$ cat config.mk
export PLATFORM = sky130hd
export DESIGN_NAME = lsu_ctrl
export DESIGN_NICKNAME = d
export VERILOG_FILES = /design/src/hw/lsu_pkg.sv /design/src/hw/credit_fifo.sv /design/src/hw/lsu_ctrl.sv
export VERILOG_INCLUDE_DIRS = /design/src /design/src/hw
export SDC_FILE = /design/constraint.sdc
export NUM_CORES = 1
export LEC_CHECK = 0
export BUFFER_PORTS_ARGS = -buffer_cell sky130_fd_sc_hd__clkbuf_2
export CAP_MARGIN = 20
export CORE_AREA = 2 2 250 252
export CTS_BUF_LIST = sky130_fd_sc_hd__clkbuf_16
export DETAILED_ROUTE_END_ITERATION = 6
export DIE_AREA = 0 0 252 254
export PLACE_DENSITY = 0.59
export SLEW_MARGIN = 10
export SYNTH_ARGS = -nofsm -noshare
export SYNTH_HDL_FRONTEND = slang
export SYNTH_SLANG_ARGS = --single-unit
$ cat constraint.sdc
create_clock -name clock -period 5.88 [get_ports clock]
set_input_delay 0.294 -clock clock [delete_from_list [all_inputs] [get_ports clock]]
set_output_delay 0.294 -clock clock [all_outputs]
set_load 0.1 [all_outputs]
$ cat src/hw/lsu_config.svh
`ifndef LSU_CONFIG_SVH
`define LSU_CONFIG_SVH

// ****************************************
// Buffer depths and credit counts
// ****************************************

// Operation buffer depth and initial operation credits
`define LSU_OP_DEPTH 4

// Memory request buffer inside dmem
`define LSU_REQ_DEPTH 4

// Response buffer inside the controller
`define LSU_RESP_DEPTH 4

// Results the consumer can take before returning credit
`define LSU_RESULT_CREDITS 2

// ****************************************
// Data memory
// ****************************************

`define DMEM_WORDS_LOG2 6 // 64 words of 64 bits

`endif

$ cat src/hw/lsu_pkg.sv
`default_nettype none

package lsu_pkg;

  // One-hot load/store width
  typedef struct packed {
    logic lsu_lb;
    logic lsu_lbu;
    logic lsu_lh;
    logic lsu_lhu;
    logic lsu_lw;
    logic lsu_sb;
    logic lsu_sh;
    logic lsu_sw;
  } lsu_op_type;

  typedef struct packed {
    logic        load;
    logic        store;
    logic        jal;
    logic        jalr;
    logic        branch;
    logic        auipc;
    lsu_op_type  lsu_op;
    logic [31:0] pc;
    logic [31:0] rdata1;
    logic [31:0] rdata2;
    logic [31:0] imm;
  } op_type;

  // Address-related part of an operation
  typedef struct packed {
    logic        load;
    logic        store;
    logic        jal;
    logic        jalr;
    logic        branch;
    logic        auipc;
    lsu_op_type  lsu_op;
    logic [31:0] pc;
    logic [31:0] rdata1;
    logic [31:0] imm;
  } agu_in_type;

  typedef struct packed {
    logic [31:0] address;
    logic [7:0]  byteenable;
    logic        exception;
    logic [3:0]  ecause;
    logic [31:0] etval;
  } agu_out_type;

  // Travels through memory untouched
  typedef struct packed {
    lsu_op_type  lsu_op;
    logic [31:0] address; // Low three bits give the lane offset
    logic        exception;
    logic [3:0]  ecause;
    logic [31:0] etval;
  } mem_tag_type;

  typedef struct packed {
    logic [28:0] index; // 64-bit word index
    logic [7:0]  byteenable;
    logic        write;
    logic [63:0] wdata;
    mem_tag_type tag;
  } mem_req_type;

  typedef struct packed {
    logic [63:0] rdata;
    mem_tag_type tag;
  } mem_resp_type;

  typedef struct packed {
    logic [31:0] address;
    logic [31:0] rdata;
    logic        exception;
    logic [3:0]  ecause;
    logic [31:0] etval;
  } result_type;

  // ****************************************
  // Exception causes
  // ****************************************

  localparam logic [3:0] except_instr_addr_misalign = 4'd0;
  localparam logic [3:0] except_load_addr_misalign  = 4'd4;
  localparam logic [3:0] except_store_addr_misalign = 4'd6;

endpackage

`default_nettype wire

$ cat src/hw/credit_fifo.sv
`timescale 1ns/10ps
`default_nettype none

module credit_fifo #(
  parameter type payload_type = logic [7:0],
  parameter int  DEPTH        = 4
) (
  input  logic        clock,
  input  logic        rst_n,
  input  logic        push,
  input  payload_type push_data,
  input  logic        pop,
  output payload_type pop_data,
  output logic        not_empty,
  output logic        credit
);

  localparam int PTR_W = (DEPTH > 1) ? $clog2(DEPTH) : 1;
  localparam int CNT_W = $clog2(DEPTH + 1);

  payload_type buffer [DEPTH];

  logic [PTR_W-1:0] wr_ptr;
  logic [PTR_W-1:0] rd_ptr;
  logic [CNT_W-1:0] count;
  logic             do_pop;
  logic             credit_q;

  function automatic logic [PTR_W-1:0] next_ptr(input logic [PTR_W-1:0] ptr);
    if (ptr == PTR_W'(DEPTH - 1)) begin
      return '0;
    end
    return ptr + 1'b1;
  endfunction

  assign do_pop = pop & not_empty;

  always_ff @(posedge clock) begin
    if (!rst_n) begin
      wr_ptr   <= '0;
      rd_ptr   <= '0;
      count    <= '0;
      credit_q <= 1'b0;
    end else begin
      if (push) wr_ptr <= next_ptr(wr_ptr);
      if (do_pop) rd_ptr <= next_ptr(rd_ptr);
      count    <= count + CNT_W'(push) - CNT_W'(do_pop);
      credit_q <= do_pop; // One credit per popped entry
    end
  end

  always_ff @(posedge clock) begin
    if (push) begin
      buffer[wr_ptr] <= push_data;
    end
  end

  assign pop_data  = buffer[rd_ptr];
  assign not_empty = (count != '0);
  assign credit    = credit_q;

endmodule

`default_nettype wire

$ cat src/hw/lsu_ctrl.sv
`timescale 1ns/10ps
`default_nettype none

`include "lsu_config.svh"

module lsu_ctrl (
  input  logic                  clock,
  input  logic                  rst_n,
  input  logic                  op_avail,
  input  lsu_pkg::op_type       op,
  input  lsu_pkg::agu_out_type  agu_res,
  output logic                  op_pop,
  output logic                  req_valid,
  output lsu_pkg::mem_req_type  req,
  input  logic                  req_credit,
  input  logic                  resp_valid,
  input  lsu_pkg::mem_resp_type resp,
  output logic                  resp_credit,
  output logic                  result_valid,
  output lsu_pkg::result_type   result,
  input  logic                  result_credit
);

  import lsu_pkg::*;

  localparam int REQ_CW = $clog2(`LSU_REQ_DEPTH + 1);
  localparam int RES_CW = $clog2(`LSU_RESULT_CREDITS + 1);

  logic [REQ_CW-1:0] req_credits;
  logic [RES_CW-1:0] result_credits;
  logic              issue;
  logic              resp_avail;
  mem_resp_type      resp_head;
  logic [63:0]       lane;
  logic [31:0]       rdata;

  // ****************************************
  // Request side
  // ****************************************

  assign issue     = op_avail & (req_credits != '0);
  assign op_pop    = issue;
  assign req_valid = issue;

  always_comb begin
    req.index      = agu_res.address[31:3];
    req.byteenable = (op.load | op.store) ? agu_res.byteenable : 8'h00;
    req.write      = op.store & ~agu_res.exception;
    req.wdata      = '0;
    if (op.lsu_op.lsu_sb) req.wdata = {8{op.rdata2[7:0]}};
    if (op.lsu_op.lsu_sh) req.wdata = {4{op.rdata2[15:0]}};
    if (op.lsu_op.lsu_sw) req.wdata = {2{op.rdata2}};

    req.tag.lsu_op    = op.load ? op.lsu_op : '0; // Only loads return data
    req.tag.address   = agu_res.address;
    req.tag.exception = agu_res.exception;
    req.tag.ecause    = agu_res.ecause;
    req.tag.etval     = agu_res.etval;
  end

  always_ff @(posedge clock) begin
    if (!rst_n) begin
      req_credits <= REQ_CW'(`LSU_REQ_DEPTH);
    end else begin
      req_credits <= req_credits - REQ_CW'(issue) + REQ_CW'(req_credit);
    end
  end

  // ****************************************
  // Response side
  // ****************************************

  credit_fifo #(
    .payload_type (mem_resp_type),
    .DEPTH        (`LSU_RESP_DEPTH)
  ) u_resp_fifo (
    .clock     (clock),
    .rst_n     (rst_n),
    .push      (resp_valid),
    .push_data (resp),
    .pop       (result_valid),
    .pop_data  (resp_head),
    .not_empty (resp_avail),
    .credit    (resp_credit)
  );

  assign result_valid = resp_avail & (result_credits != '0);

  always_comb begin
    lane  = resp_head.rdata >> {resp_head.tag.address[2:0], 3'b000};
    rdata = '0;
    if (!resp_head.tag.exception) begin
      if (resp_head.tag.lsu_op.lsu_lb)  rdata = {{24{lane[7]}}, lane[7:0]};
      if (resp_head.tag.lsu_op.lsu_lbu) rdata = {24'd0, lane[7:0]};
      if (resp_head.tag.lsu_op.lsu_lh)  rdata = {{16{lane[15]}}, lane[15:0]};
      if (resp_head.tag.lsu_op.lsu_lhu) rdata = {16'd0, lane[15:0]};
      if (resp_head.tag.lsu_op.lsu_lw)  rdata = lane[31:0];
    end

    result.address   = resp_head.tag.address;
    result.rdata     = rdata;
    result.exception = resp_head.tag.exception;
    result.ecause    = resp_head.tag.ecause;
    result.etval     = resp_head.tag.etval;
  end

  always_ff @(posedge clock) begin
    if (!rst_n) begin
      result_credits <= RES_CW'(`LSU_RESULT_CREDITS);
    end else begin
      result_credits <= result_credits - RES_CW'(result_valid) + RES_CW'(result_credit);
    end
  end

endmodule

`default_nettype wire

Word-level counts from Yosys, hierarchy flattened
Memory sizes are Yosys's and may differ from the RTL's. A register that Yosys moved wholly into a read port is not among the register bits.
Index checks and enable logic that the tools add are counted.

storage, ports and cells
  register bits = 13
  RAM bits = 564
  logic and storage cells = 52
  memories kept = 1

operators by class
  add/sub/neg operators = 8
  equality and inequality tests = 2
  shifts and indexed selects = 1
  multiplexer cells = 25
  bitwise logic cells = 6
  reductions and logical operators = 3

memory list
  memory              words  width  read ports  clocked after Yosys merged registers in  wr ports  RTL line           text
  u_resp_fifo.buffer  4      141    1           1                                        1         credit_fifo.sv:21  payload_type buffer [DEPTH];

operators by type and width
  cell                   count
  $mux W32               6
  $mux W64               3
  $shr A64 B6 Y32        1
  $mux W8                2
  $mux W2                6
  $mux W1                8
  $add A3 B1 Y3          2
  $reduce_bool A3 Y1     2
  $sub A3 B1 Y3          2
  $add A2 B1 Y2 const B  2
  $and A1 B1 Y1          4
  $eq A2 B2 Y1 const B   2
  $add A2 B1 Y2          1
  $reduce_bool A2 Y1     1
  $sub A2 B1 Y2          1
  $not A1 Y1             1
  $or A1 B1 Y1           1

Logic depth before layout (Yosys ltp)
  word-level depth = 8
  gate-level depth with buffers = 11

Cells and area by module
A second synthesis with hierarchy kept.

unflattened totals
  cell total of the unflattened synthesis = 1262
  area, all modules = 24364.6 um2

modules (own cells, without submodules)
  module       instances  cells each  area each (um2)  seq. area each (um2)
  credit_fifo  1          783         20825.0          17136.4
  lsu_ctrl     1          479         3539.6           100.1

Worst setup path before layout
No wires, ideal clock.

  kind = reg2out
  from = register (tool-made name)
  to = output result[54] (netlist bit)
  data arrival time = 4478 ps
  path slack = 1108 ps
  cell stages (with the launch flop) = 8
  buffers on the path = 5
  path through = dfxtp_1 -> buf_6 -> buf_12 -> buf_8 -> buf_4 -> mux4_2 -> clkbuf_1 -> a211oi_1

RTL lines
  item       RTL line        text
  to (decl)  lsu_ctrl.sv:20  output lsu_pkg::result_type result,

==> impl_results.md <==
- Crit path largest cell delay: 0.83 ns
- Max H-tree Level: 2
- Yosys top cell by area: edfxtp_1
- Worst Reg-to-Reg Cells: 9
- Sequential-to-total area share from yosys stat: 70.48%
- M1 GR Usage: 21.15%
- Clock Sinks: 567
- Row count: 91
- Synth top area share: 69.22%
- CP Data Required Time: 5.59 ns
- Startpoint of the worst-slack reg-to-reg timing path: u_resp_fifo.count[0]
- Rel. slew slack: 31.52%
- Worst path buffer plus inverter count: 2
- DR vias: 13,000
- Max-slew violation count: 0
- CP Class: reg -> out
- Nets: 2,054
- Iter 0 DRT Violations: 747
- GR Util met2: 28.74%
- Clk_lat worst skew: 0.62 ns
- Max Clock Skew: 0.04078 ns
- Post CTS Setup Buffer Count: 0
- Endpoint, Worst Hold: u_resp_fifo.wr_ptr[1]
- Hold Path Stages: 3
- FMAX: 203.8 MHz
- CP Max Fanout: 62
- Placed cells: 2,261
- Status: completed
- Netlist cell types: 54
- Min-delay worst type: in -> reg
- Drt total wl: 57,200 microns
- Met3 usage: 5.736%
- Starting Density: 39.09%
- Final Power: 14.86 mW
- #FFs+latches synth: 567
- Final non-filler cell total: 2,520
- Area Growth Syn to Fin: 21.07%
- P per Cell Area: 512.6 nW/um^2
- Main area contributors after synthesis: edfxtp_1 69%, mux4_2 13%, buf_4 4.3%
- CP max-delay cell: buf_4
- Cts bufs inserted: 60
- CTS tree: yes
- Worst reg-to-reg setup slack: 3.45 ns
- Post-route minimum period: 4.908 ns
- DIE AREA: 64,010 sq um
- First-pass GRT wire length: 83,070 microns
- Pin count of the biggest net entering global routing: 107
- Least-Margin Pin Slew: 1.027 ns
- Post-Synthesis Cells: 1,267
- Placed cell area: 25,700 sq um
- Hpwl dp: 37,560 microns
- Post-synth EDFFs: 552
- WHS: 0.07509 ns
- Pre-CTS setup slack: 1.629 ns
- Top_reg_cell synth: edfxtp_1
- Final worst slack: 0.9723 ns
- Share of layout cells above drive strength 1: 37.35%
- IO Count: 650
- Unrepaired setup endpoints after global routing: false
- Fin util: 47.33%
- GR peak layer: met2
- Cell Chain, Critical Path: buf_4, mux4_2, mux2i_1, a22oi_1, a31oi_4, a211oi_1, clkbuf_2
- P_leak: 10.32 nW
- Routed wire per std cell: 22.70 microns
- Root Driver: clkbuf_16
- TNS Setup: 0 ns
- WP data arrival: 4.61 ns
- Post-synth top cells: 552 x edfxtp_1, 142 x mux4_2, 137 x buf_4
- Total congestion overflow: 0
- R2r endpoint: u_resp_fifo.count[2]
- Post-synthesis async set-or-reset flop share: 0%
- Die height: 254 microns
- Post-DRT Antenna Nets: 0
- Vias in the first global route: 13,200
- Final setup fails: 0
- DRT Pass-1 Iters: 5
- Worst-path clk slew: 0.06 ns
- Reg area: 16,880 sq um
- Synthesized cell area: 23,950 sq um
- Drt drc: 0
- Clock Tree Buf Depth: 3
- Top-count cell post-synth: edfxtp_1
- Final Instance Area: 28,990 sq um
- Final period util: 83.46%
- Worst setup SP type: register
- Max-capacitance violation count: 0
- Crit end category: output port
- Syn Area/Cell: 18.90 sq um
- Max IR drop VDD: 0.0003277 V
- Ys Warns: 0
- Core Box Area: 61,260 sq um
- Cell family with most CP delay: compound AO/OA/AOI/OAI gates
- Final hold violation count: 0
- Total GRT Usage: 17.64%
- Vias/cell: 5.160
- Mapped Nets: 1,646
- GP Congestion: 0.8059
- FILL cells: 5,211
- Hold Crit Start: resp_valid
- Chip width: 252 microns
- Multi-input gate area: 5693 sq um
- Buffers on Ports: 381
- Initial antenna violation count: 19
-- power breakdown --
part | switching, mW | internal, mW | total (mW) | leakage, nW
registers | 0.0735 | 4.64 | 4.72 | 5.20
clock network | 1.51 | 2.01 | 3.52 | 0.954
logic | 5.01 | 1.62 | 6.63 | 4.17
total | 6.59 | 8.27 | 14.9 | 10.3
-- worst reg2reg max path: cells and delay by family (launching register included) --
| family | cells | cell delay (ns) |
|---|---|---|
| adders and majority gates | 3 | 0.89 |
| buffers and inverters | 2 | 0.14 |
| and+or+nand+nor | 1 | 0.15 |
| DFF | 1 | 0.32 |
| xor gates and xnor gates | 2 | 0.27 |
| AOI/OAI and AO/OA | 1 | 0.58 |
-- registers in the layout (all words and copies together), names as in the netlist, named ones only --
register	count
u_resp_fifo.credit	1
u_resp_fifo.rd_ptr	2
u_resp_fifo.count	3
u_resp_fifo.wr_ptr	2
u_resp_fifo.buffer	552
req_credits	3
result_credits	2
-- metal layers --
| layer | wire, microns | vias to the layer above |
|---|---|---|
| met4 | 2644 | 24 |
| li1 | - | 5790 |
| met5 | 181 | - |
| met1 | 22160 | 6526 |
| met2 | 27490 | 529 |
| met3 | 4725 | 135 |
-- cell families after synthesis --
family          share of synthesized area, %
buf+inv                                5.816
fa+ha+maj                             0.7420
mux                                    16.38
xor+xnor                              0.2195
compound gates                         3.308
simple gates                           3.057
flops                                  70.48
-- worst max path at each step --
stage | to | start | cells past startpoint
floorplan | result[54] | register | 7
global placement | result[51] | register | 6
detailed placement | result[51] | register | 6
CTS | result[51] | register | 6
global route | result[64] | register | 7
finish | result[64] | register | 7
-- layout by cell type (no fill, tap or decap), drive strengths merged, types with 20 or more instances in the layout --
cell type | Yosys | routed
mux2i | 60 | 60
o21ai | 32 | 32
and2 | 20 | 20
a21oi | 20 | 20
clkbuf | 21 | 443
edfxtp | 552 | 552
mux4 | 142 | 142
nand2 | 59 | 59
clkinv | 0 | 27
dlygate4sd3 | 0 | 141
nor2b | 28 | 28
inv | 17 | 34
-- repair_timing --
action | CTS | global route
gates resized for setup | 0 | 0
hold buffers | 141 | 0
hold endpoints to repair | 556 | 0
-- layout make-up --
cell class | count | area share [%]
Antenna cell | 6 | 0.05179
Clock buffer | 61 | 5.265
Clock inverter | 50 | 1.148
Inverter | 17 | 0.2201
Multi-Input combinational cell | 491 | 19.64
Sequential cell | 567 | 58.24
Tap cell | 790 | 3.409
Timing Repair Buffer | 538 | 12.03
Note: power is estimated with default switching activity, not from simulation.
