### src/hw/lsu_config.svh
`ifndef LSU_CONFIG_SVH
`define LSU_CONFIG_SVH

// ****************************************
// Buffer depths and credit counts
// ****************************************

// Operation buffer depth and initial operation credits
`define LSU_OP_DEPTH 4

// Memory request buffer inside dmem
`define LSU_REQ_DEPTH 4

// Response buffer inside the controller
`define LSU_RESP_DEPTH 4

// Results the consumer can take before returning credit
`define LSU_RESULT_CREDITS 2

// ****************************************
// Data memory
// ****************************************

`define DMEM_WORDS_LOG2 6 // 64 words of 64 bits

`endif

### src/hw/credit_fifo.sv
`timescale 1ns/10ps
`default_nettype none

module credit_fifo #(
  parameter type payload_type = logic [7:0],
  parameter int  DEPTH        = 4
) (
  input  logic        clock,
  input  logic        rst_n,
  input  logic        push,
  input  payload_type push_data,
  input  logic        pop,
  output payload_type pop_data,
  output logic        not_empty,
  output logic        credit
);

  localparam int PTR_W = (DEPTH > 1) ? $clog2(DEPTH) : 1;
  localparam int CNT_W = $clog2(DEPTH + 1);

  payload_type buffer [DEPTH];

  logic [PTR_W-1:0] wr_ptr;
  logic [PTR_W-1:0] rd_ptr;
  logic [CNT_W-1:0] count;
  logic             do_pop;
  logic             credit_q;

  function automatic logic [PTR_W-1:0] next_ptr(input logic [PTR_W-1:0] ptr);
    if (ptr == PTR_W'(DEPTH - 1)) begin
      return '0;
    end
    return ptr + 1'b1;
  endfunction

  assign do_pop = pop & not_empty;

  always_ff @(posedge clock) begin
    if (!rst_n) begin
      wr_ptr   <= '0;
      rd_ptr   <= '0;
      count    <= '0;
      credit_q <= 1'b0;
    end else begin
      if (push) wr_ptr <= next_ptr(wr_ptr);
      if (do_pop) rd_ptr <= next_ptr(rd_ptr);
      count    <= count + CNT_W'(push) - CNT_W'(do_pop);
      credit_q <= do_pop; // One credit per popped entry
    end
  end

  always_ff @(posedge clock) begin
    if (push) begin
      buffer[wr_ptr] <= push_data;
    end
  end

  assign pop_data  = buffer[rd_ptr];
  assign not_empty = (count != '0);
  assign credit    = credit_q;

endmodule

`default_nettype wire

### config.mk
export PLATFORM = sky130hd
export DESIGN_NAME = credit_fifo
export DESIGN_NICKNAME = d
export VERILOG_FILES = /design/src/hw/lsu_config.svh /design/src/hw/credit_fifo.sv
export SDC_FILE = /design/constraint.sdc
export NUM_CORES = 1
export LEC_CHECK = 0
export BUFFER_PORTS_ARGS = -buffer_cell sky130_fd_sc_hd__clkbuf_2
export CAP_MARGIN = 20
export CORE_MARGIN = 2
export CORE_UTILIZATION = 50
export CTS_CLUSTER_SIZE = 8
export DETAILED_ROUTE_END_ITERATION = 16
export HOLD_SLACK_MARGIN = 0.15
export PLACE_DENSITY = 0.71
export SLEW_MARGIN = 20
export SYNTH_ARGS = -nofsm -noshare
export SYNTH_HDL_FRONTEND = slang
export SYNTH_SLANG_ARGS = --single-unit
### constraint.sdc
create_clock -name clock -period 1.95 [get_ports clock]
set_clock_uncertainty 0.15 [all_clocks]
set_input_delay 0.0975 -clock clock [delete_from_list [all_inputs] [get_ports clock]]
set_output_delay 0.0975 -clock clock [all_outputs]
set_load 0.05 [all_outputs]
* Word level (Yosys, flattened, before mapping)
Memory sizes are Yosys's and may differ from the RTL's. A register that Yosys moved wholly into a read port is not among the register bits. Cells that the tools add are included.
Storage, ports and cells: latch bits 0, output and inout port bits 10, memories 1, flip-flop bits (word level) 8, memory bits (read-only) 0, RAM bits 32, input bits 12
Cells by class: shift operators 0, bitwise gates (word level) 1, add/subtract/negate cells 4, reduce and logical (&&, ||, !) cells 1, order comparisons 0, equality and inequality tests 2, divide/modulo/power cells 0, multiply operators 0, multiplexer cells 14
Memories:
- buffer | depth 4, bits a word 8, read ports 1, clocked after memory_dff 1, wr ports 1, line credit_fifo.sv:21 | payload_type buffer [DEPTH];
Operator list (count):
- 2-bit 2-to-1 mux | 6
- 1-bit 2-to-1 mux | 8
- 2-bit by 1-bit adder with 2-bit output, second input constant | 2
- 2-bit equality test, second input constant | 2
- 3-bit by 1-bit adder with 3-bit output | 1
- 3-bit nonzero test | 1
- 3-bit by 1-bit subtractor with 3-bit output | 1
- 1-bit bitwise AND | 1

* Longest topological paths before layout
Gate-level depths: netlist of the first run.
word-level depth 7, mapped depth 8, depth with buffers taken out 8

* Least setup slack after synthesis of the first run
OpenSTA, ideal clock, no wires.
path type register to register, start reg count[1], end reg count[2], setup time 0.114 ns, path buffers 0, clock period less this slack 2.010 ns, stages on the path, launching flop included 9, arrival 1.746 ns, path slack -0.060 ns, cell sequence dfxtp_1 > o31a_1 > ha_1 > inv_1 > ha_1 > inv_1 > fa_1 > xnor3_1 > nor2b_1
Between the ends: word-level cells in the longest chain between the ends 3, elaborated cells on any way between the ends 4, those cells by class add/sub (2); bitwise (1); reduce/logical (1)
Ends and longest elaborated chain:
- start, declared | line credit_fifo.sv:25 | logic [CNT_W-1:0] count;
- start signal, assigned | line credit_fifo.sv:47 | count <= count + CNT_W'(push) - CNT_W'(do_pop);
- 3-bit nonzero test | line credit_fifo.sv:59 | assign not_empty = (count != '0);
- 1-bit bitwise AND | line credit_fifo.sv:36 | assign do_pop = pop & not_empty;
- net do_pop | line credit_fifo.sv:26 | logic do_pop;
- 3-bit by 1-bit subtractor with 3-bit output | line credit_fifo.sv:47
The timed path passes the listed nets, and every way through them passes these cells. A chain may end at the register's enable or synchronous reset.

* Final worst setup path of the first run
start reg count[0], end reg count[2]
The elaborated chain is that of the path after synthesis.

==> flow_summary.ini, run 1 <==
[run_status]
outcome = finished, violations left
failed_checks = negative setup slack

[timing]
min_period_ns = 2.004
final_hold_viol_count = 0
setup_ws_ns = -0.05381
fmax_mhz = 499.1
rsz0062_at_grt = true
drv_slew = 0
slew_headroom = 0.7057
worst_pin_slew_ns = 0.4415
setup_violations = 2
finalCritPeriodShare = 1.028

[synth]
syn_avg_cell_area_sq_um = 18.82
syn_inst = 88
synth_fa_ha_area_frac = 0.06495
syn_nets = 108
synth_compound_area_frac = 0.009819
ys_seq_elements = 42
synthFlopType = edfxtp_1
synth-seq-area-share = 0.7009
syn_area_sq_um = 1657
synth.distinct_cells = 19
muxShareOfSynthArea = 0.1269
ys_warn_count = 0
ys_async_sr_fraction = 0
synth_top_family_by_area = multiplexers
synth-xor-area-share = 0.01360
synth-edff-count = 32
synth_simple_gate_area_frac = 0.05816

[cells_and_area]
diodes = 0
layout.cells.non_filler = 179
drive_above_1_share = 0.3630
stdcell_area_sq_um = 2073
fin_nets = 154
area_growth_pct = 25.15
nFillCells = 253

[worst_setup_path]
crit_fanout = 3
crit_start = count[0]$_SDFF_PN0_
cp.required_ns = 2.04
r2r-start = count[0]$_SDFF_PN0_
cp_common_cell = inv_2
reg2reg_slack_ns = -0.05
worstSetupPathType = reg2reg
rr_worst_depth = 8
worstSetupStartpointType = flip-flop
arrival_ns = 2.10
crit_end = count[2]$_SDFF_PN0_
endpoint_kind = flip-flop
max_stage_delay_ns = 0.34
crit_slowest_cell = dfxtp_2
r2r_end = count[2]$_SDFF_PN0_
worstPathCellList = o31a_1 -> ha_1 -> inv_2 -> ha_4 -> inv_2 -> fa_2 -> xnor3_1 -> nor2b_1

[die]
rows = 20
die_h_um = 61.56
core_area_sq_um = 3103
die-area_sq_um = 3790
die_w_um = 61.56
initial_core_util = 0.5339
io_pins = 22

[pwr]
power.density_nw_per_um2 = 1139
peakVddDrop_v = 0.0005178
total_leakage_power_nw = 0.7931

[placement]
dp_cells = 154
postPlaceCellArea_sq_um = 1826
io_buffers = 21
gp_congestion = 0.6936
hpwl_um = 1639
pre_cts_slack_ns = -0.05140

[flow_run]
maxCapViolations = 0

[routing]
finalWirelength_um = 2618
drc = 0
ant_nets = 0
via_per_inst = 5.011
vias = 897
wl_per_cell_um = 14.63
drtIter0Drc = 22
first_pass_iters = 4

[global_routing]
gr-usage-met2 = 0.2842
grt_use_met3 = 0.05882
grt_max_degree = 14
use_met1 = 0.1780
top_usage_layer = met2
grt_pass1_wl_um = 4126
track_usage = 0.1619
antenna_found_initial = 0
grt.overflow.total = 0
grt_pass1_vias = 866

[clocking]
root_buffer = clkbuf_4
cts_inserted_buffers = 5
cts_tree = done
clock_latency_ns = 0.34
clk_pin_slew_ns = 0.12
clock_sinks = 42
htreeDepth = 2
clk_path_buf_depth = 2

[min_path]
min_path_type = in2reg
-- critical path: cells and delay by family, from the launching register on --
family / cells / cell delay, ns
xor gates and xnor gates: 1 / 0.21
buffers and inverters: 2 / 0.10
DFF: 1 / 0.34
AOI/OAI and AO/OA: 1 / 0.32
adders and majority gates: 3 / 0.76
and+or+nand+nor: 1 / 0.04
-- metal layers --
metal	up-vias	share of wire	wire, um
li1	427	-	-
met1	445	0.41	1085
met2	19	0.52	1368
met3	6	0.047	123
met4	0	0.016	42
met5	-	0	0
-- cells in the final DEF (no fill, tap or decap) --
master and count:
mux2i_2 1, clkinv_2 1, mux4_2 8, edfxtp_1 32
nand2_1 3, nor3b_1 1, xnor3_1 1, and2_1 6
o31a_1 1, or3b_1 1, buf_2 1, clkinv_1 1
clkbuf_4 5, ha_1 6, o21a_1 1, or3_1 1
dlygate4sd3_1 14, fa_2 1, nor2b_1 4, dfxtp_2 2
clkbuf_2 20, buf_6 2, buf_4 4, clkinvlp_4 1
dfxtp_1 8, ha_4 1, inv_1 3, mux2i_1 2
inv_2 2, dlymetal6s4s_1 1
-- cells by family after synthesis --
logic type,Yosys count
AND/OR/NAND/NOR,16
multiplexers,11
XOR/XNOR,1
flip-flops,42
buffers and inverters,8
AO/OA/AOI/OAI,2
adder cells (fa/ha/maj),8
-- worst min path at each step --
| stage | start | endpoint | slack, ns | depth (start not counted) |
|---|---|---|---|---|
| 2_1_floorplan | push_data[0] | buffer[0][0]$_DFFE_PP_ | 0.05 | 0 |
| 3_3_place_gp | push_data[0] | buffer[1][0]$_DFFE_PP_ | 0.16 | 1 |
| 3_5_place_dp | push_data[1] | buffer[2][1]$_DFFE_PP_ | 0.17 | 1 |
| 4_1_cts | pop | rd_ptr[0]$_SDFFE_PN0N_ | 0.18 | 5 |
| 5_1_grt | pop | rd_ptr[1]$_SDFFE_PN0N_ | 0.26 | 6 |
| 6_report | pop | rd_ptr[1]$_SDFFE_PN0N_ | 0.27 | 6 |
-- synth_stat cells (all sizes together), types with 2 or more instances --
cell type  count  area (sq um)
and2           6         37.54
buf            2         18.77
dfxtp         10         200.2
edfxtp        32         960.9
ha             7         87.58
inv            5         18.77
mux2i          3         30.03
mux4           8         180.2
nand2          3         11.26
nor2b          4         25.02
-- report_power, final --
part           total, W  leakage (nW)  switching (W)  internal [W]
Combinational  0.000864         0.388       0.000495      0.000369
Sequential      0.00110         0.377      0.0000478       0.00105
Clock          0.000401        0.0286       0.000267      0.000134
-- final cells by class --
class	instances	area, sq um	share of cell area
clock buffer	5	37.54	0.01810
clock inverter	3	16.27	0.007845
inverter	5	18.77	0.009052
multi-input combinational	38	471.7	0.2275
sequential	42	1164	0.5613
tap	44	55.05	0.02655
timing repair buffer	42	310.3	0.1497
-- through the flow --
step | setup TNS (ns) | utilization | power, W | hold WS (ns)
after floorplan | -0.001412 | - | 0.001712 | 0.04637
after global placement | 0 | 0.5883 | 0.001853 | 0.1621
after detailed placement | -0.06117 | 0.5883 | 0.001884 | 0.1728
after CTS | -0.07489 | 0.6573 | 0.002323 | 0.1820
after global routing | -0.2102 | 0.6681 | 0.002495 | 0.2648
final | -0.05558 | 0.6681 | 0.002362 | 0.2680
-- sequential cells by signal, summed over array words and instances (netlist names), named ones only --
name	cells
count	3
buffer	32
wr_ptr	2
credit	1
rd_ptr	2
-- what timing repair did --
| action | in CTS | in global routing |
|---|---|---|
| setup endpoints to repair | 2 | 12 |
| resized for setup | 2 | 9 |
| endpoints found under the hold margin | 42 | 3 |
| hold buffers | 15 | 1 |
| buffers inserted | 1 | 1 |
| pin swaps | 1 | 1 |
Power figures use the tool's default switching activity.
==> run 2, diff against run 1 <==
==> constraint.sdc (replaced) <==
create_clock -name clock -period 1.95 [get_ports clock]
set_clock_uncertainty 0.15 [all_clocks]
set_input_delay 0 -clock clock [delete_from_list [all_inputs] [get_ports clock]]
set_output_delay 0 -clock clock [all_outputs]
set_load 0.05 [all_outputs]
==> run 2 against run 1 <==
Net effect: the flow still finishes with violations (negative setup slack); cell count decreased by 1.7%; power up 2.4%; sequential share of layout area increased by 0.99 points; critical path depth stayed put; global-route usage decreased by 0.88 points; utilization fell by 1.1 points; worst setup slack worse by 0.036 ns; cell area down 1.6%; worst hold slack improved by 0.0091 ns; die area stayed put; count of clock-buffer cells in the layout up 2; critical endpoint unchanged; largest cell class unchanged.
==> flow_summary.ini, run 2 (synthesis results as in run 1) <==
[timing]
fmax_mhz = 490.3
whs_ns = 0.2771
slew_headroom = 0.7185
worst_pin_slew_ns = 0.4222
final_hold_viol_count = 0
rsz0062_at_grt = true
setup_violations = 2
min_period_ns = 2.040
drv_slew = 0
finalCritPeriodShare = 1.046
setup_ws_ns = -0.08959

[clocking]
htreeDepth = 2
cts_tree = done
clock_sinks = 42
root_buffer = clkbuf_4
clk_pin_slew_ns = 0.10
clock_latency_ns = 0.33
clk_path_buf_depth = 2
cts_inserted_buffers = 5

[min_path]
min_path_type = in2reg

[pwr]
total_leakage_power_nw = 0.7764
power.density_nw_per_um2 = 1185
peakVddDrop_v = 0.0005018
power.total_w = 0.002418

[routing]
ant_nets = 0
finalWirelength_um = 2430
first_pass_iters = 4
via_per_inst = 4.881
drtIter0Drc = 24
vias = 859
drc = 0
wl_per_cell_um = 13.81

[global_routing]
grt_max_degree = 13
grt.overflow.total = 0
antenna_found_initial = 0
track_usage = 0.1531
grt_pass1_wl_um = 3808
grt_pass1_vias = 819

[die]
initial_core_util = 0.5339
die-area_sq_um = 3790
rows = 20
core_area_sq_um = 3103
die_w_um = 61.56
io_pins = 22
die_h_um = 61.56

[worst_setup_path]
crit_fanout = 3
critical_path.top_delay_family = adder cells
cp_common_cell = ha_1
worstSetupStartpointType = flip-flop
worstSetupPathType = reg2reg
max_stage_delay_ns = 0.34
cp.buffers_inverters = 2
worstPathCellList = o31a_1 -> ha_1 -> inv_1 -> ha_1 -> inv_2 -> fa_2 -> xnor3_1 -> nor2b_1
crit_slowest_cell = dfxtp_2
arrival_ns = 2.15
cp.required_ns = 2.06
endpoint_kind = flip-flop

[cells_and_area]
area_growth_pct = 23.11
fin_nets = 151
final_cell_mix = 32 x edfxtp_1, 21 x clkbuf_2, 12 x dlygate4sd3_1
stdcell_area_sq_um = 2039
postLayoutCoreUtil = 0.6573
diodes = 0
drive_above_1_share = 0.3485
final_common_cell = edfxtp_1
largestRegisters = buffer: 32 flops, count: 3 flops
regMostFlops = buffer
largest_reg_flops = 32

[run_status]
outcome = finished, violations left
failed_checks = negative setup slack

[placement]
io_buffers = 21
postPlaceCellArea_sq_um = 1826
hpwl_um = 1607
gp_congestion = 0.6821

[flow_run]
maxCapViolations = 0
run 2: changes by cell type in the layout (fill, tap and decap cells not counted), sizes merged:
cell,change
clkbuf,+3
clkinv,-2
dlygate4sd3,-2
buf,-1
bufinv,+1
clkinvlp,-1
dlymetal6s4s,-1
run 2: what timing repair did:
item,CTS,global route
gates resized for setup,1,3
pin swaps,2,1
buffers inserted,1,1
endpoints found under the hold margin,46,0
endpoints found under the setup margin,2,2
hold buffers,12,0
run 2: final timing paths:
check | slack [ns] | to | depth (start not counted) | startpoint
setup / recovery | -0.09 | count[2]$_SDFF_PN0_ | 8 | count[0]$_SDFF_PN0_
hold / removal | 0.28 | buffer[3][5]$_DFFE_PP_ | 2 | push_data[5]
setup reg to reg | -0.09 | count[2]$_SDFF_PN0_ | 8 | count[0]$_SDFF_PN0_
hold reg to reg | 0.35 | rd_ptr[1]$_SDFFE_PN0N_ | 2 | rd_ptr[1]$_SDFFE_PN0N_
run 2: per-layer routing:
| metal | global-route usage | up-vias | wire length (um) |
|---|---|---|---|
| li1 | - | 417 | - |
| met1 | 0.1839 | 410 | 989 |
| met2 | 0.2451 | 24 | 1260 |
| met3 | 0.04412 | 8 | 120 |
| met4 | 0.09119 | 0 | 59 |
| met5 | 0 | - | 0 |
run 2: cell type report:
class | instances | area [sq um]
multi-input combinational | 38 | 455.4
fill | 243 | 1064
tap | 44 | 55.05
clock inverter | 1 | 30.03
clock buffer | 7 | 45.04
timing repair buffer | 39 | 270.3
sequential | 42 | 1165
inverter | 5 | 18.77
run 2: power breakdown:
group | internal [W] | switching [W]
clock network | 0.000272 | 0.000244
registers | 0.00105 | 0.0000464
logic | 0.000332 | 0.000473
run 2: stage by stage:
stage	instances	TNS, ns	worst slack (ns)
after floorplan	88	-0.001412	-0.001412
after global placement	154	0	0.03351
after detailed placement	154	-0.08616	-0.05656
after CTS	175	-0.1191	-0.1035
after global routing	176	-0.2769	-0.1738
final	176	-0.1048	-0.08959
