$ cat src/hw/lsu_config.svh
`ifndef LSU_CONFIG_SVH
`define LSU_CONFIG_SVH

// ****************************************
// Buffer depths and credit counts
// ****************************************

// Operation buffer depth and initial operation credits
`define LSU_OP_DEPTH 4

// Memory request buffer inside dmem
`define LSU_REQ_DEPTH 4

// Response buffer inside the controller
`define LSU_RESP_DEPTH 4

// Results the consumer can take before returning credit
`define LSU_RESULT_CREDITS 2

// ****************************************
// Data memory
// ****************************************

`define DMEM_WORDS_LOG2 6 // 64 words of 64 bits

`endif

$ cat src/hw/lsu_pkg.sv
`default_nettype none

package lsu_pkg;

  // One-hot load/store width
  typedef struct packed {
    logic lsu_lb;
    logic lsu_lbu;
    logic lsu_lh;
    logic lsu_lhu;
    logic lsu_lw;
    logic lsu_sb;
    logic lsu_sh;
    logic lsu_sw;
  } lsu_op_type;

  typedef struct packed {
    logic        load;
    logic        store;
    logic        jal;
    logic        jalr;
    logic        branch;
    logic        auipc;
    lsu_op_type  lsu_op;
    logic [31:0] pc;
    logic [31:0] rdata1;
    logic [31:0] rdata2;
    logic [31:0] imm;
  } op_type;

  // Address-related part of an operation
  typedef struct packed {
    logic        load;
    logic        store;
    logic        jal;
    logic        jalr;
    logic        branch;
    logic        auipc;
    lsu_op_type  lsu_op;
    logic [31:0] pc;
    logic [31:0] rdata1;
    logic [31:0] imm;
  } agu_in_type;

  typedef struct packed {
    logic [31:0] address;
    logic [7:0]  byteenable;
    logic        exception;
    logic [3:0]  ecause;
    logic [31:0] etval;
  } agu_out_type;

  // Travels through memory untouched
  typedef struct packed {
    lsu_op_type  lsu_op;
    logic [31:0] address; // Low three bits give the lane offset
    logic        exception;
    logic [3:0]  ecause;
    logic [31:0] etval;
  } mem_tag_type;

  typedef struct packed {
    logic [28:0] index; // 64-bit word index
    logic [7:0]  byteenable;
    logic        write;
    logic [63:0] wdata;
    mem_tag_type tag;
  } mem_req_type;

  typedef struct packed {
    logic [63:0] rdata;
    mem_tag_type tag;
  } mem_resp_type;

  typedef struct packed {
    logic [31:0] address;
    logic [31:0] rdata;
    logic        exception;
    logic [3:0]  ecause;
    logic [31:0] etval;
  } result_type;

  // ****************************************
  // Exception causes
  // ****************************************

  localparam logic [3:0] except_instr_addr_misalign = 4'd0;
  localparam logic [3:0] except_load_addr_misalign  = 4'd4;
  localparam logic [3:0] except_store_addr_misalign = 4'd6;

endpackage

`default_nettype wire

$ cat src/hw/agu.sv
`timescale 1ns/10ps
`default_nettype none

module agu (
  input  lsu_pkg::agu_in_type  agu_in,
  output lsu_pkg::agu_out_type agu_out
);

  import lsu_pkg::*;

  logic        imem_access;
  logic        dmem_access;
  logic        width_b;
  logic        width_h;
  logic        width_w;
  logic        misalign;
  logic [31:0] base;
  logic [31:0] address;
  logic [7:0]  byteenable;
  logic [3:0]  ecause;

  always_comb begin
    imem_access = agu_in.jal | agu_in.jalr | agu_in.branch;
    dmem_access = agu_in.load | agu_in.store;

    width_b = agu_in.lsu_op.lsu_lb | agu_in.lsu_op.lsu_lbu | agu_in.lsu_op.lsu_sb;
    width_h = agu_in.lsu_op.lsu_lh | agu_in.lsu_op.lsu_lhu | agu_in.lsu_op.lsu_sh;
    width_w = agu_in.lsu_op.lsu_lw | agu_in.lsu_op.lsu_sw;

    // pc-relative or register-relative
    base    = (agu_in.auipc | agu_in.jal | agu_in.branch) ? agu_in.pc : agu_in.rdata1;
    address = base + agu_in.imm;
    if (agu_in.jalr) address[0] = 1'b0;

    misalign   = 1'b0;
    byteenable = '0;

    if (imem_access) begin
      misalign   = address[0];
      byteenable = 8'hFF;
    end else if (dmem_access) begin
      if (width_b) begin
        byteenable = 8'h01 << address[2:0];
      end else if (width_h) begin
        misalign   = address[0];
        byteenable = 8'h03 << address[2:0];
      end else if (width_w) begin
        misalign   = |address[1:0];
        byteenable = 8'h0F << address[2:0];
      end
    end

    if (imem_access) begin
      ecause = except_instr_addr_misalign;
    end else if (agu_in.load) begin
      ecause = except_load_addr_misalign;
    end else begin
      ecause = except_store_addr_misalign;
    end

    // Faulting access touches nothing
    if (misalign) byteenable = '0;

    agu_out.address    = address;
    agu_out.byteenable = byteenable;
    agu_out.exception  = misalign;
    agu_out.ecause     = misalign ? ecause : 4'd0;
    agu_out.etval      = misalign ? address : 32'd0;
  end

endmodule

`default_nettype wire

$ cat config.mk
export PLATFORM = sky130hd
export DESIGN_NAME = agu
export DESIGN_NICKNAME = d
export VERILOG_FILES = /design/src/hw/lsu_config.svh /design/src/hw/lsu_pkg.sv /design/src/hw/agu.sv
export SDC_FILE = /design/constraint.sdc
export NUM_CORES = 1
export LEC_CHECK = 0
export ABC_AREA = 1
export ABC_CLOCK_PERIOD_IN_PS = 7200
export BUFFER_PORTS_ARGS = -buffer_cell sky130_fd_sc_hd__buf_4
export CAP_MARGIN = 20
export CELL_PAD_IN_SITES_DETAIL_PLACEMENT = 0
export CELL_PAD_IN_SITES_GLOBAL_PLACEMENT = 2
export CORE_MARGIN = 5
export CORE_UTILIZATION = 23
export DETAILED_ROUTE_END_ITERATION = 8
export PLACE_DENSITY = 0.95
export SETUP_SLACK_MARGIN = 0.02
export SLEW_MARGIN = 10
export SYNTH_ARGS = -nofsm -noshare
export SYNTH_HDL_FRONTEND = slang
export SYNTH_SLANG_ARGS = --single-unit
$ cat constraint.sdc
create_clock -name vclk -period 7.2
set_input_delay 1.44 -clock vclk [all_inputs]
set_output_delay 1.44 -clock vclk [all_outputs]
set_load 0.005 [all_outputs]
# ---- Word-level counts from Yosys, hierarchy flattened
# Cells that the tools add are included.
dict set report word_totals {
  ram_bits 0
  memories 0
  regBits 0
  romBits 0
  latchBits 0
}
dict set report op_classes {
  muxes 17
  shift 3
  n_reduce_logical 1
  multipliers 0
  div_mod_pow 0
  bitwise_logic 10
  magnitude_cmp 0
  eq_ne 0
  add_sub_neg 1
}
# operator count
set op_table {}
lappend op_table {{$mux W32} 2}
lappend op_table {{$mux W8} 6}
lappend op_table {{$add A32 B32 Y32} 1}
lappend op_table {{$or A1 B1 Y1} 10}
lappend op_table {{$shl A1 B3 Y8 const A} 1}
lappend op_table {{$shl A2 B3 Y8 const A} 1}
lappend op_table {{$shl A4 B3 Y8 const A} 1}
lappend op_table {{$mux W1} 6}
lappend op_table {{$mux W4} 1}
lappend op_table {{$mux W3} 1}
lappend op_table {{$mux W2} 1}
lappend op_table {{$reduce_or A2 Y1} 1}

# ---- Logic depth before layout (Yosys ltp)
# Gate-level depths: netlist of the first run.
dict set report depth {
  depth_word 12
  ltp_mapped 17
  ltp_nobuf 16
}

# ---- Worst setup path before layout of the first run
# OpenSTA, ideal clock, no wires.
dict set report synth_path {
  path_type {input to output}
  start {in agu_in[107] in the netlist's numbering}
  end {out agu_out[10] in the netlist's numbering}
  stages 17
  n_path_buf 3
  t_arrival_ns 4.182
  slack_ns 1.578
  t_required_ns 5.760
  path_cell_list {nor2_1 nand2_1 buf_1 mux2_2 ha_1 inv_1 fa_1 ha_1 inv_1 nand3_1 o21ai_1 nand3_2 o21ai_2 inv_2 buf_6 buf_12 nor2_4}
}
# element line_no
set synth_rtl {}
lappend synth_rtl {{start: declaration} agu.sv:5} ;# input lsu_pkg::agu_in_type agu_in,
lappend synth_rtl {{end: declaration} agu.sv:6} ;# output lsu_pkg::agu_out_type agu_out

==> results of run 1 <==
[report_power, final]
part / internal (mW) / total [mW] / leakage, nW / switching, mW
sequential: 0 / 0 / 0 / 0
combinational: 0.234 / 0.508 / 3.24 / 0.274
clock: 0 / 0 / 0 / 0
total: 0.234 / 0.508 / 3.24 / 0.274
[cell families (layout without fill, tap and decap cells)]
kind of cell | after synthesis | after routing | share of synthesized area (%)
adders and majority gates | 41 | 41 | 14.55
other | 1 | 2 | 0.1048
xor gates and xnor gates | 16 | 16 | 4.442
and+or+nand+nor | 392 | 392 | 46.62
muxes | 30 | 30 | 9.444
buffers and inverters | 164 | 341 | 18.26
AOI/OAI and AO/OA | 42 | 42 | 6.576
[cells in the final DEF (no fill, tap or decap), drive strengths merged, types with 5 or more instances in the layout]
cell    count
and2        5
nor3        8
inv       154
mux2       30
xor2        6
nand2     256
xnor2      10
nand3b      9
nor2       83
o21ai       8
a21oi      27
ha         40
buf       187
nand3      27
[worst max-delay path by stage]
stage / from / to / slack, ps / cells after the start
finish: agu_in[107] / agu_out[42] / 960 / 18
global route: agu_in[107] / agu_out[42] / 500 / 18
CTS: agu_in[107] / agu_out[42] / 900 / 18
detailed placement: agu_in[107] / agu_out[42] / 910 / 18
global placement: agu_in[107] / agu_out[42] / 950 / 18
floorplan: agu_in[107] / agu_out[10] / 1580 / 17
[per-stage QoR]
step | cells | utilization (%)
2_1_floorplan | 687 | -
3_3_place_gp | 1052 | 33.84
3_5_place_dp | 1052 | 33.84
4_1_cts | 1052 | 33.84
5_1_grt | 1052 | 33.84
6_report | 1052 | 33.84
[layer usage]
layer  routed length [um]  vias up  share of wire [%]  track usage (%)
met5                    0        -                  0                0
met4                  140        0                1.0            1.188
met3                  836        8                6.1            1.416
met2                 6639      119                 48            26.21
met1                 6111     1879                 45            18.87
li1                     -     2417                  -                -
[critical path: stages]
cell     delay, ps
buf_4          110
nor2_1         120
nand2_1         70
buf_4          220
mux2_2         250
ha_1           180
inv_1           60
fa_1           660
ha_1           210
inv_1           60
nand3_1         70
o21ai_1         70
nand3_2        100
o21ai_2        150
inv_2          680
nand2_1        100
nor2_1         120
buf_4          110
[area by class of cell]
type	instances	area (um2)
Fill cell	1759	10060
Tap cell	188	235.2
Multi-Input combinational cell	523	2928
Timing Repair Buffer	187	1404
Inverter	154	578.1
==> results.ini, run 1 <==
[run_status]
status = finished clean

[worst_hold_path]
hold_path_end = agu_out[33]
holdCritPathClass = input pin to primary output
holdPathStages = 3
hold_start = agu_in[109]

[sta]
hold_violations = 0
worst_slack_ps = 958.3
whs_ps = 3124
fin_crit_sh_pct = 86.69
slew_viol_final = 0
relSlewSlack_pct = 41.68
rsz0062_at_grt = no
finalCriticalPeriod_ps = 6242
max_freq_ghz = 0.1602
finalSetupViolations = 0
tns_ps = 0
tightestPinTransition_ps = 873.6

[synthesis]
synth_top_area_share_pct = 26.86
avgSynthCellArea_um2 = 5.215
syn_inst = 686
yosysWarnings = 0
ys_seq_area_share_pct = 0
synth_cell_type_count = 36
synth.cell_area_um2 = 3577
yosysTopAreaCell = nand2_1
synth_most_common_cell = nand2_1
synth.area.top_cells = nand2_1 (27%), inv_1 (16%), ha_1 (14%), mux2_2 (9.4%), nor2_1 (7.7%)
yosys-top-cells-count = nand2_1 (256), inv_1 (153), nor2_1 (73)

[place]
portBuffers = 185
dpl-instance-area_um2 = 5145
post-place-ws_ps = 914.9
dpl.hpwl_um = 12480
place_congestion = 0.8239

[layout]
stdcell_area_um2 = 5145
drive_gt1_share_pct = 26.97
synthToLayoutAreaGrowth_pct = 43.83
seq_cell_count = 0
antenna_cells = 0
num-nets-final = 1017
seq_area_um2 = 0
clkbuf_count = 0

[drt]
drt-initial-drc-count = 142
drcViolationCount = 0
viasPerCell = 4.204
ant_nets = 0
dr.pass1.iters = 4
vias = 4423
wire_per_inst_um = 13.05
wirelength_um = 13730

[worst_setup_path]
end_kind = primary output
crit_type = input pin to primary output
startpoint_type = input pin
cp.required_ps = 5760
crit_arrival_ps = 4800
crit_fanout = 29

[die]
die_height_um = 134.7
dieArea_um2 = 18150
boundaryPins = 187
fp-row-count = 45
start_util_pct = 23.53
core_area_um2 = 15200
die_width_um = 134.7

[global_routing]
grt_max_degree = 30
grt_overflow_total = 0
antenna_found_initial = 0
track_usage_pct = 14.33
grt_pass1_wl_um = 21510
grt_pass1_vias = 4364

[pwr]
power_density_nw_per_um2 = 98.66
fin_total_pwr_mw = 0.5076
p_leak_nw = 3.239
ir_drop_mv = 0.03526

[clock_tree]
post_cts_buffers = 0
postCtsResizedCells = 0
cts_hold_buf = 0

[run]
drv_cap = 0

(Power assumes the default switching activity.)
==> run 2, diff against run 1 <==
--- a/config.mk
+++ b/config.mk
@@ -14,7 +14,7 @@
 export CORE_MARGIN = 5
 export CORE_UTILIZATION = 23
 export DETAILED_ROUTE_END_ITERATION = 8
-export PLACE_DENSITY = 0.95
+export PLACE_DENSITY = 0.93
 export SETUP_SLACK_MARGIN = 0.02
 export SLEW_MARGIN = 10
 export SYNTH_ARGS = -nofsm -noshare
==> results.ini, run 2 (same netlist as run 1, synthesis figures left out) <==
[die]
core_area_um2 = 15200
dieArea_um2 = 18150
start_util_pct = 23.53
fp-row-count = 45
die_width_um = 134.7
die_height_um = 134.7
boundaryPins = 187

[sta]
tns_ps = 0
max_freq_ghz = 0.1581
relSlewSlack_pct = 42.11
rsz0062_at_grt = no
slew_viol_final = 0
finalSetupViolations = 0
finalCriticalPeriod_ps = 6324
tightestPinTransition_ps = 867.1
hold_violations = 0
fin_crit_sh_pct = 87.84

[worst_setup_path]
crit_family = buffers and inverters
worst-path-buf-inv = 6
startpoint_type = input pin
cp.required_ps = 5760
critPathMostFrequentCell = buf_4
crit_fanout = 29
crit_arrival_ps = 4880
end_kind = primary output
slowest_delay_ps = 680
cpMaxStageDelayCell = inv_2
crit_chain = buf_4 -> nor2_1 -> nand2_1 -> buf_4 -> mux2_2 -> ha_1 -> inv_1 -> fa_1 -> ha_1 -> inv_1 -> nand3_1 -> o21ai_1 -> nand3_2 -> o21ai_2 -> inv_2 -> nand2_1 -> nor2_1 -> buf_4
crit_type = input pin to primary output

[global_routing]
grt_pass1_wl_um = 21740
track_usage_pct = 14.44
grt_pass1_vias = 4498
grt_overflow_total = 0
antenna_found_initial = 0
grt_max_degree = 30

[layout]
seq_cell_count = 0
drive_gt1_share_pct = 26.97
final_common_cell = nand2_1
num-nets-final = 1017
seq_area_um2 = 0
clkbuf_count = 0
antenna_cells = 0
final_cell_mix = nand2_1 (256), buf_4 (187), inv_1 (153)
synthToLayoutAreaGrowth_pct = 43.83

[drt]
dr.pass1.iters = 4
vias = 4492
drcViolationCount = 0
wire_per_inst_um = 13.13
wirelength_um = 13820
drt-initial-drc-count = 142
viasPerCell = 4.270
ant_nets = 0

[worst_hold_path]
holdCritPathClass = input pin to primary output

[pwr]
power_density_nw_per_um2 = 99.12
p_leak_nw = 3.239
ir_drop_mv = 0.04038
fin_total_pwr_mw = 0.5100

[place]
portBuffers = 185
place_congestion = 0.8446
dpl.hpwl_um = 12620

[run_status]
status = finished clean

[clock_tree]
post_cts_buffers = 0
postCtsResizedCells = 0
cts_hold_buf = 0

[run]
drv_cap = 0

==> run 2: cell counts in the layout (fill, tap and decap cells not counted) <==
No cell type changed its count.
==> run 2: final timing paths <==
kind | cells after the start | end | start
worst max-delay path | 18 | agu_out[42] | agu_in[107]
worst min-delay path | 3 | agu_out[33] | agu_in[109]
==> run 2: worst min-delay path: cells and delay by family <==
family | cells | cell delay, ps
buffers and inverters | 2 | 200
AND/OR/NAND/NOR | 1 | 40
==> run 2: routing by layer <==
layer	vias up	global-route usage, %	share of wire [%]
met1	1948	19.03	45
met5	-	0	0
met2	111	27.18	49
met4	0	0.7919	0.55
met3	6	0.6706	5.1
li1	2427	-	-
==> run 2: power breakdown <==
| part | switching, mW | total, mW | internal [mW] |
|---|---|---|---|
| logic | 0.276 | 0.510 | 0.234 |
| clock network | 0 | 0 | 0 |
| registers | 0 | 0 | 0 |
| total | 0.276 | 0.510 | 0.234 |
==> run 2: stage by stage <==
step                      instances  instance area (um2)  setup slack (ps)  hold WS [ps]  util [%]
after floorplan                 687                 3581              1578          2911         -
after global placement         1052                 5145             879.2          3130     33.84
after detailed placement       1052                 5145             835.7          3122     33.84
after CTS                      1052                 5145             818.3          3122     33.84
after global routing           1052                 5145             479.2          3145     33.84
final                          1052                 5145             875.7          3120     33.84
==> run 2: final cells by class <==
type / count / area (um2)
fillers: 1790 / 10060
multi-input cells: 523 / 2928
repair buffers: 187 / 1404
inverters: 154 / 578.1
well taps: 188 / 235.2
==> run 3, diff against run 2 <==
--- a/config.mk
+++ b/config.mk
@@ -6,15 +6,15 @@
 export NUM_CORES = 1
 export LEC_CHECK = 0
 export ABC_AREA = 1
-export ABC_CLOCK_PERIOD_IN_PS = 7200
+export ABC_CLOCK_PERIOD_IN_PS = 5670
 export BUFFER_PORTS_ARGS = -buffer_cell sky130_fd_sc_hd__buf_4
 export CAP_MARGIN = 20
 export CELL_PAD_IN_SITES_DETAIL_PLACEMENT = 0
 export CELL_PAD_IN_SITES_GLOBAL_PLACEMENT = 2
 export CORE_MARGIN = 5
-export CORE_UTILIZATION = 23
+export CORE_UTILIZATION = 19
 export DETAILED_ROUTE_END_ITERATION = 8
-export PLACE_DENSITY = 0.93
+export PLACE_DENSITY = 0.83
 export SETUP_SLACK_MARGIN = 0.02
 export SLEW_MARGIN = 10
 export SYNTH_ARGS = -nofsm -noshare
==> constraint.sdc (replaced) <==
create_clock -name vclk -period 5.67
set_input_delay 1.134 -clock vclk [all_inputs]
set_output_delay 1.134 -clock vclk [all_outputs]
set_load 0.005 [all_outputs]
==> results.ini, run 3 (same netlist as run 1, synthesis figures left out) <==
[run]
drv_cap = 0

[sta]
tns_ps = 0
max_freq_ghz = 0.1930
fin_crit_sh_pct = 91.38
slew_viol_final = 0
finalCriticalPeriod_ps = 5181
hold_violations = 0
finalSetupViolations = 0
rsz0062_at_grt = no
tightestPinTransition_ps = 536.1
relSlewSlack_pct = 64.26
whs_ps = 2508

[global_routing]
grt_overflow_total = 0
antenna_found_initial = 0
track_usage_pct = 12.63
grt_pass1_wl_um = 22650
grt_pass1_vias = 4554
grt_max_degree = 30

[die]
die_height_um = 147.2
die_width_um = 147.2
fp-row-count = 50
core_area_um2 = 18640
boundaryPins = 187
dieArea_um2 = 21670
start_util_pct = 19.19

[layout]
stdcell_count = 1099
drive_gt1_share_pct = 27.17
stdcell_area_um2 = 5215
final_common_cell = nand2_1
clkbuf_count = 0
nFillCells = 2149
seq_area_um2 = 0
synthToLayoutAreaGrowth_pct = 45.79
num-nets-final = 1018
final_cell_mix = nand2_1 (255), buf_4 (188), inv_1 (153)
antenna_cells = 0
seq_cell_count = 0

[worst_setup_path]
cp.required_ps = 4540
end_kind = primary output
crit_fanout = 29
crit_arrival_ps = 4050
startpoint_type = input pin
crit_type = input pin to primary output
critPathLaunch = agu_in[107]

[clock_tree]
cts_hold_buf = 0
post_cts_buffers = 0
postCtsResizedCells = 0

[pwr]
ir_drop_mv = 0.04572
p_leak_nw = 3.245
fin_total_pwr_mw = 0.6535
power_density_nw_per_um2 = 125.3

[drt]
drt-initial-drc-count = 186
drcViolationCount = 0
wire_per_inst_um = 13.19
vias = 4461
dr.pass1.iters = 4
wirelength_um = 14490
ant_nets = 0
viasPerCell = 4.059

[place]
dpl-instance-area_um2 = 5213
dp_cells = 1099
place_congestion = 0.8763
portBuffers = 185
dpl.hpwl_um = 13120

[worst_hold_path]
holdCritPathClass = input pin to primary output
holdPathStages = 3
hold_start = agu_in[109]

[run_status]
status = finished clean

run 3: changes by cell type in the layout (fill, tap and decap cells not counted), sizes merged:
cell  delta
buf      +1
run 3: final timing paths:
path / to / slack [ps]
worst max-delay path: agu_out[12] / 490
worst min-delay path: agu_out[33] / 2510
run 3: worst max-delay path, cell delays in order:
cell and delay [ps]:
buf_4 100, nor2_1 180, nand2_2 120, mux2_2 290
ha_1 230, inv_1 80, fa_1 420, ha_1 190
inv_1 80, nand3_1 80, o21ai_1 110, nand3_2 120
o21ai_2 240, inv_4 340, nor2_1 190, buf_4 120
run 3: routing by layer:
metal  wire length, um  GRT usage (%)  vias to the layer above
li1                  -              -                     2424
met1              6527          16.40                     1910
met2              7021          23.36                      117
met3               803          1.388                       10
met4               139          1.025                        0
met5                 0              0                        -
run 3: where the power goes:
group	total [mW]	internal [mW]	switching (mW)	leakage [nW]
clock	0	0	0	0
combinational	0.654	0.299	0.355	3.25
sequential	0	0	0	0
total	0.654	0.299	0.355	3.25
run 3: stage by stage:
step | setup WS [ps] | utilization [%]
6_report | 488.6 | 27.97
4_1_cts | 208.6 | 27.96
3_3_place_gp | 335.5 | 27.96
3_5_place_dp | 214.3 | 27.96
2_1_floorplan | 659.8 | -
5_1_grt | 185.6 | 27.97
run 3: cell type report:
type / instances / area [um2] / area share [%]
Multi-Input combinational cell: 523 / 2930 / 56.19
Timing Repair Buffer: 188 / 1411 / 27.06
Inverter: 154 / 580.6 / 11.13
Tap cell: 234 / 292.8 / 5.614
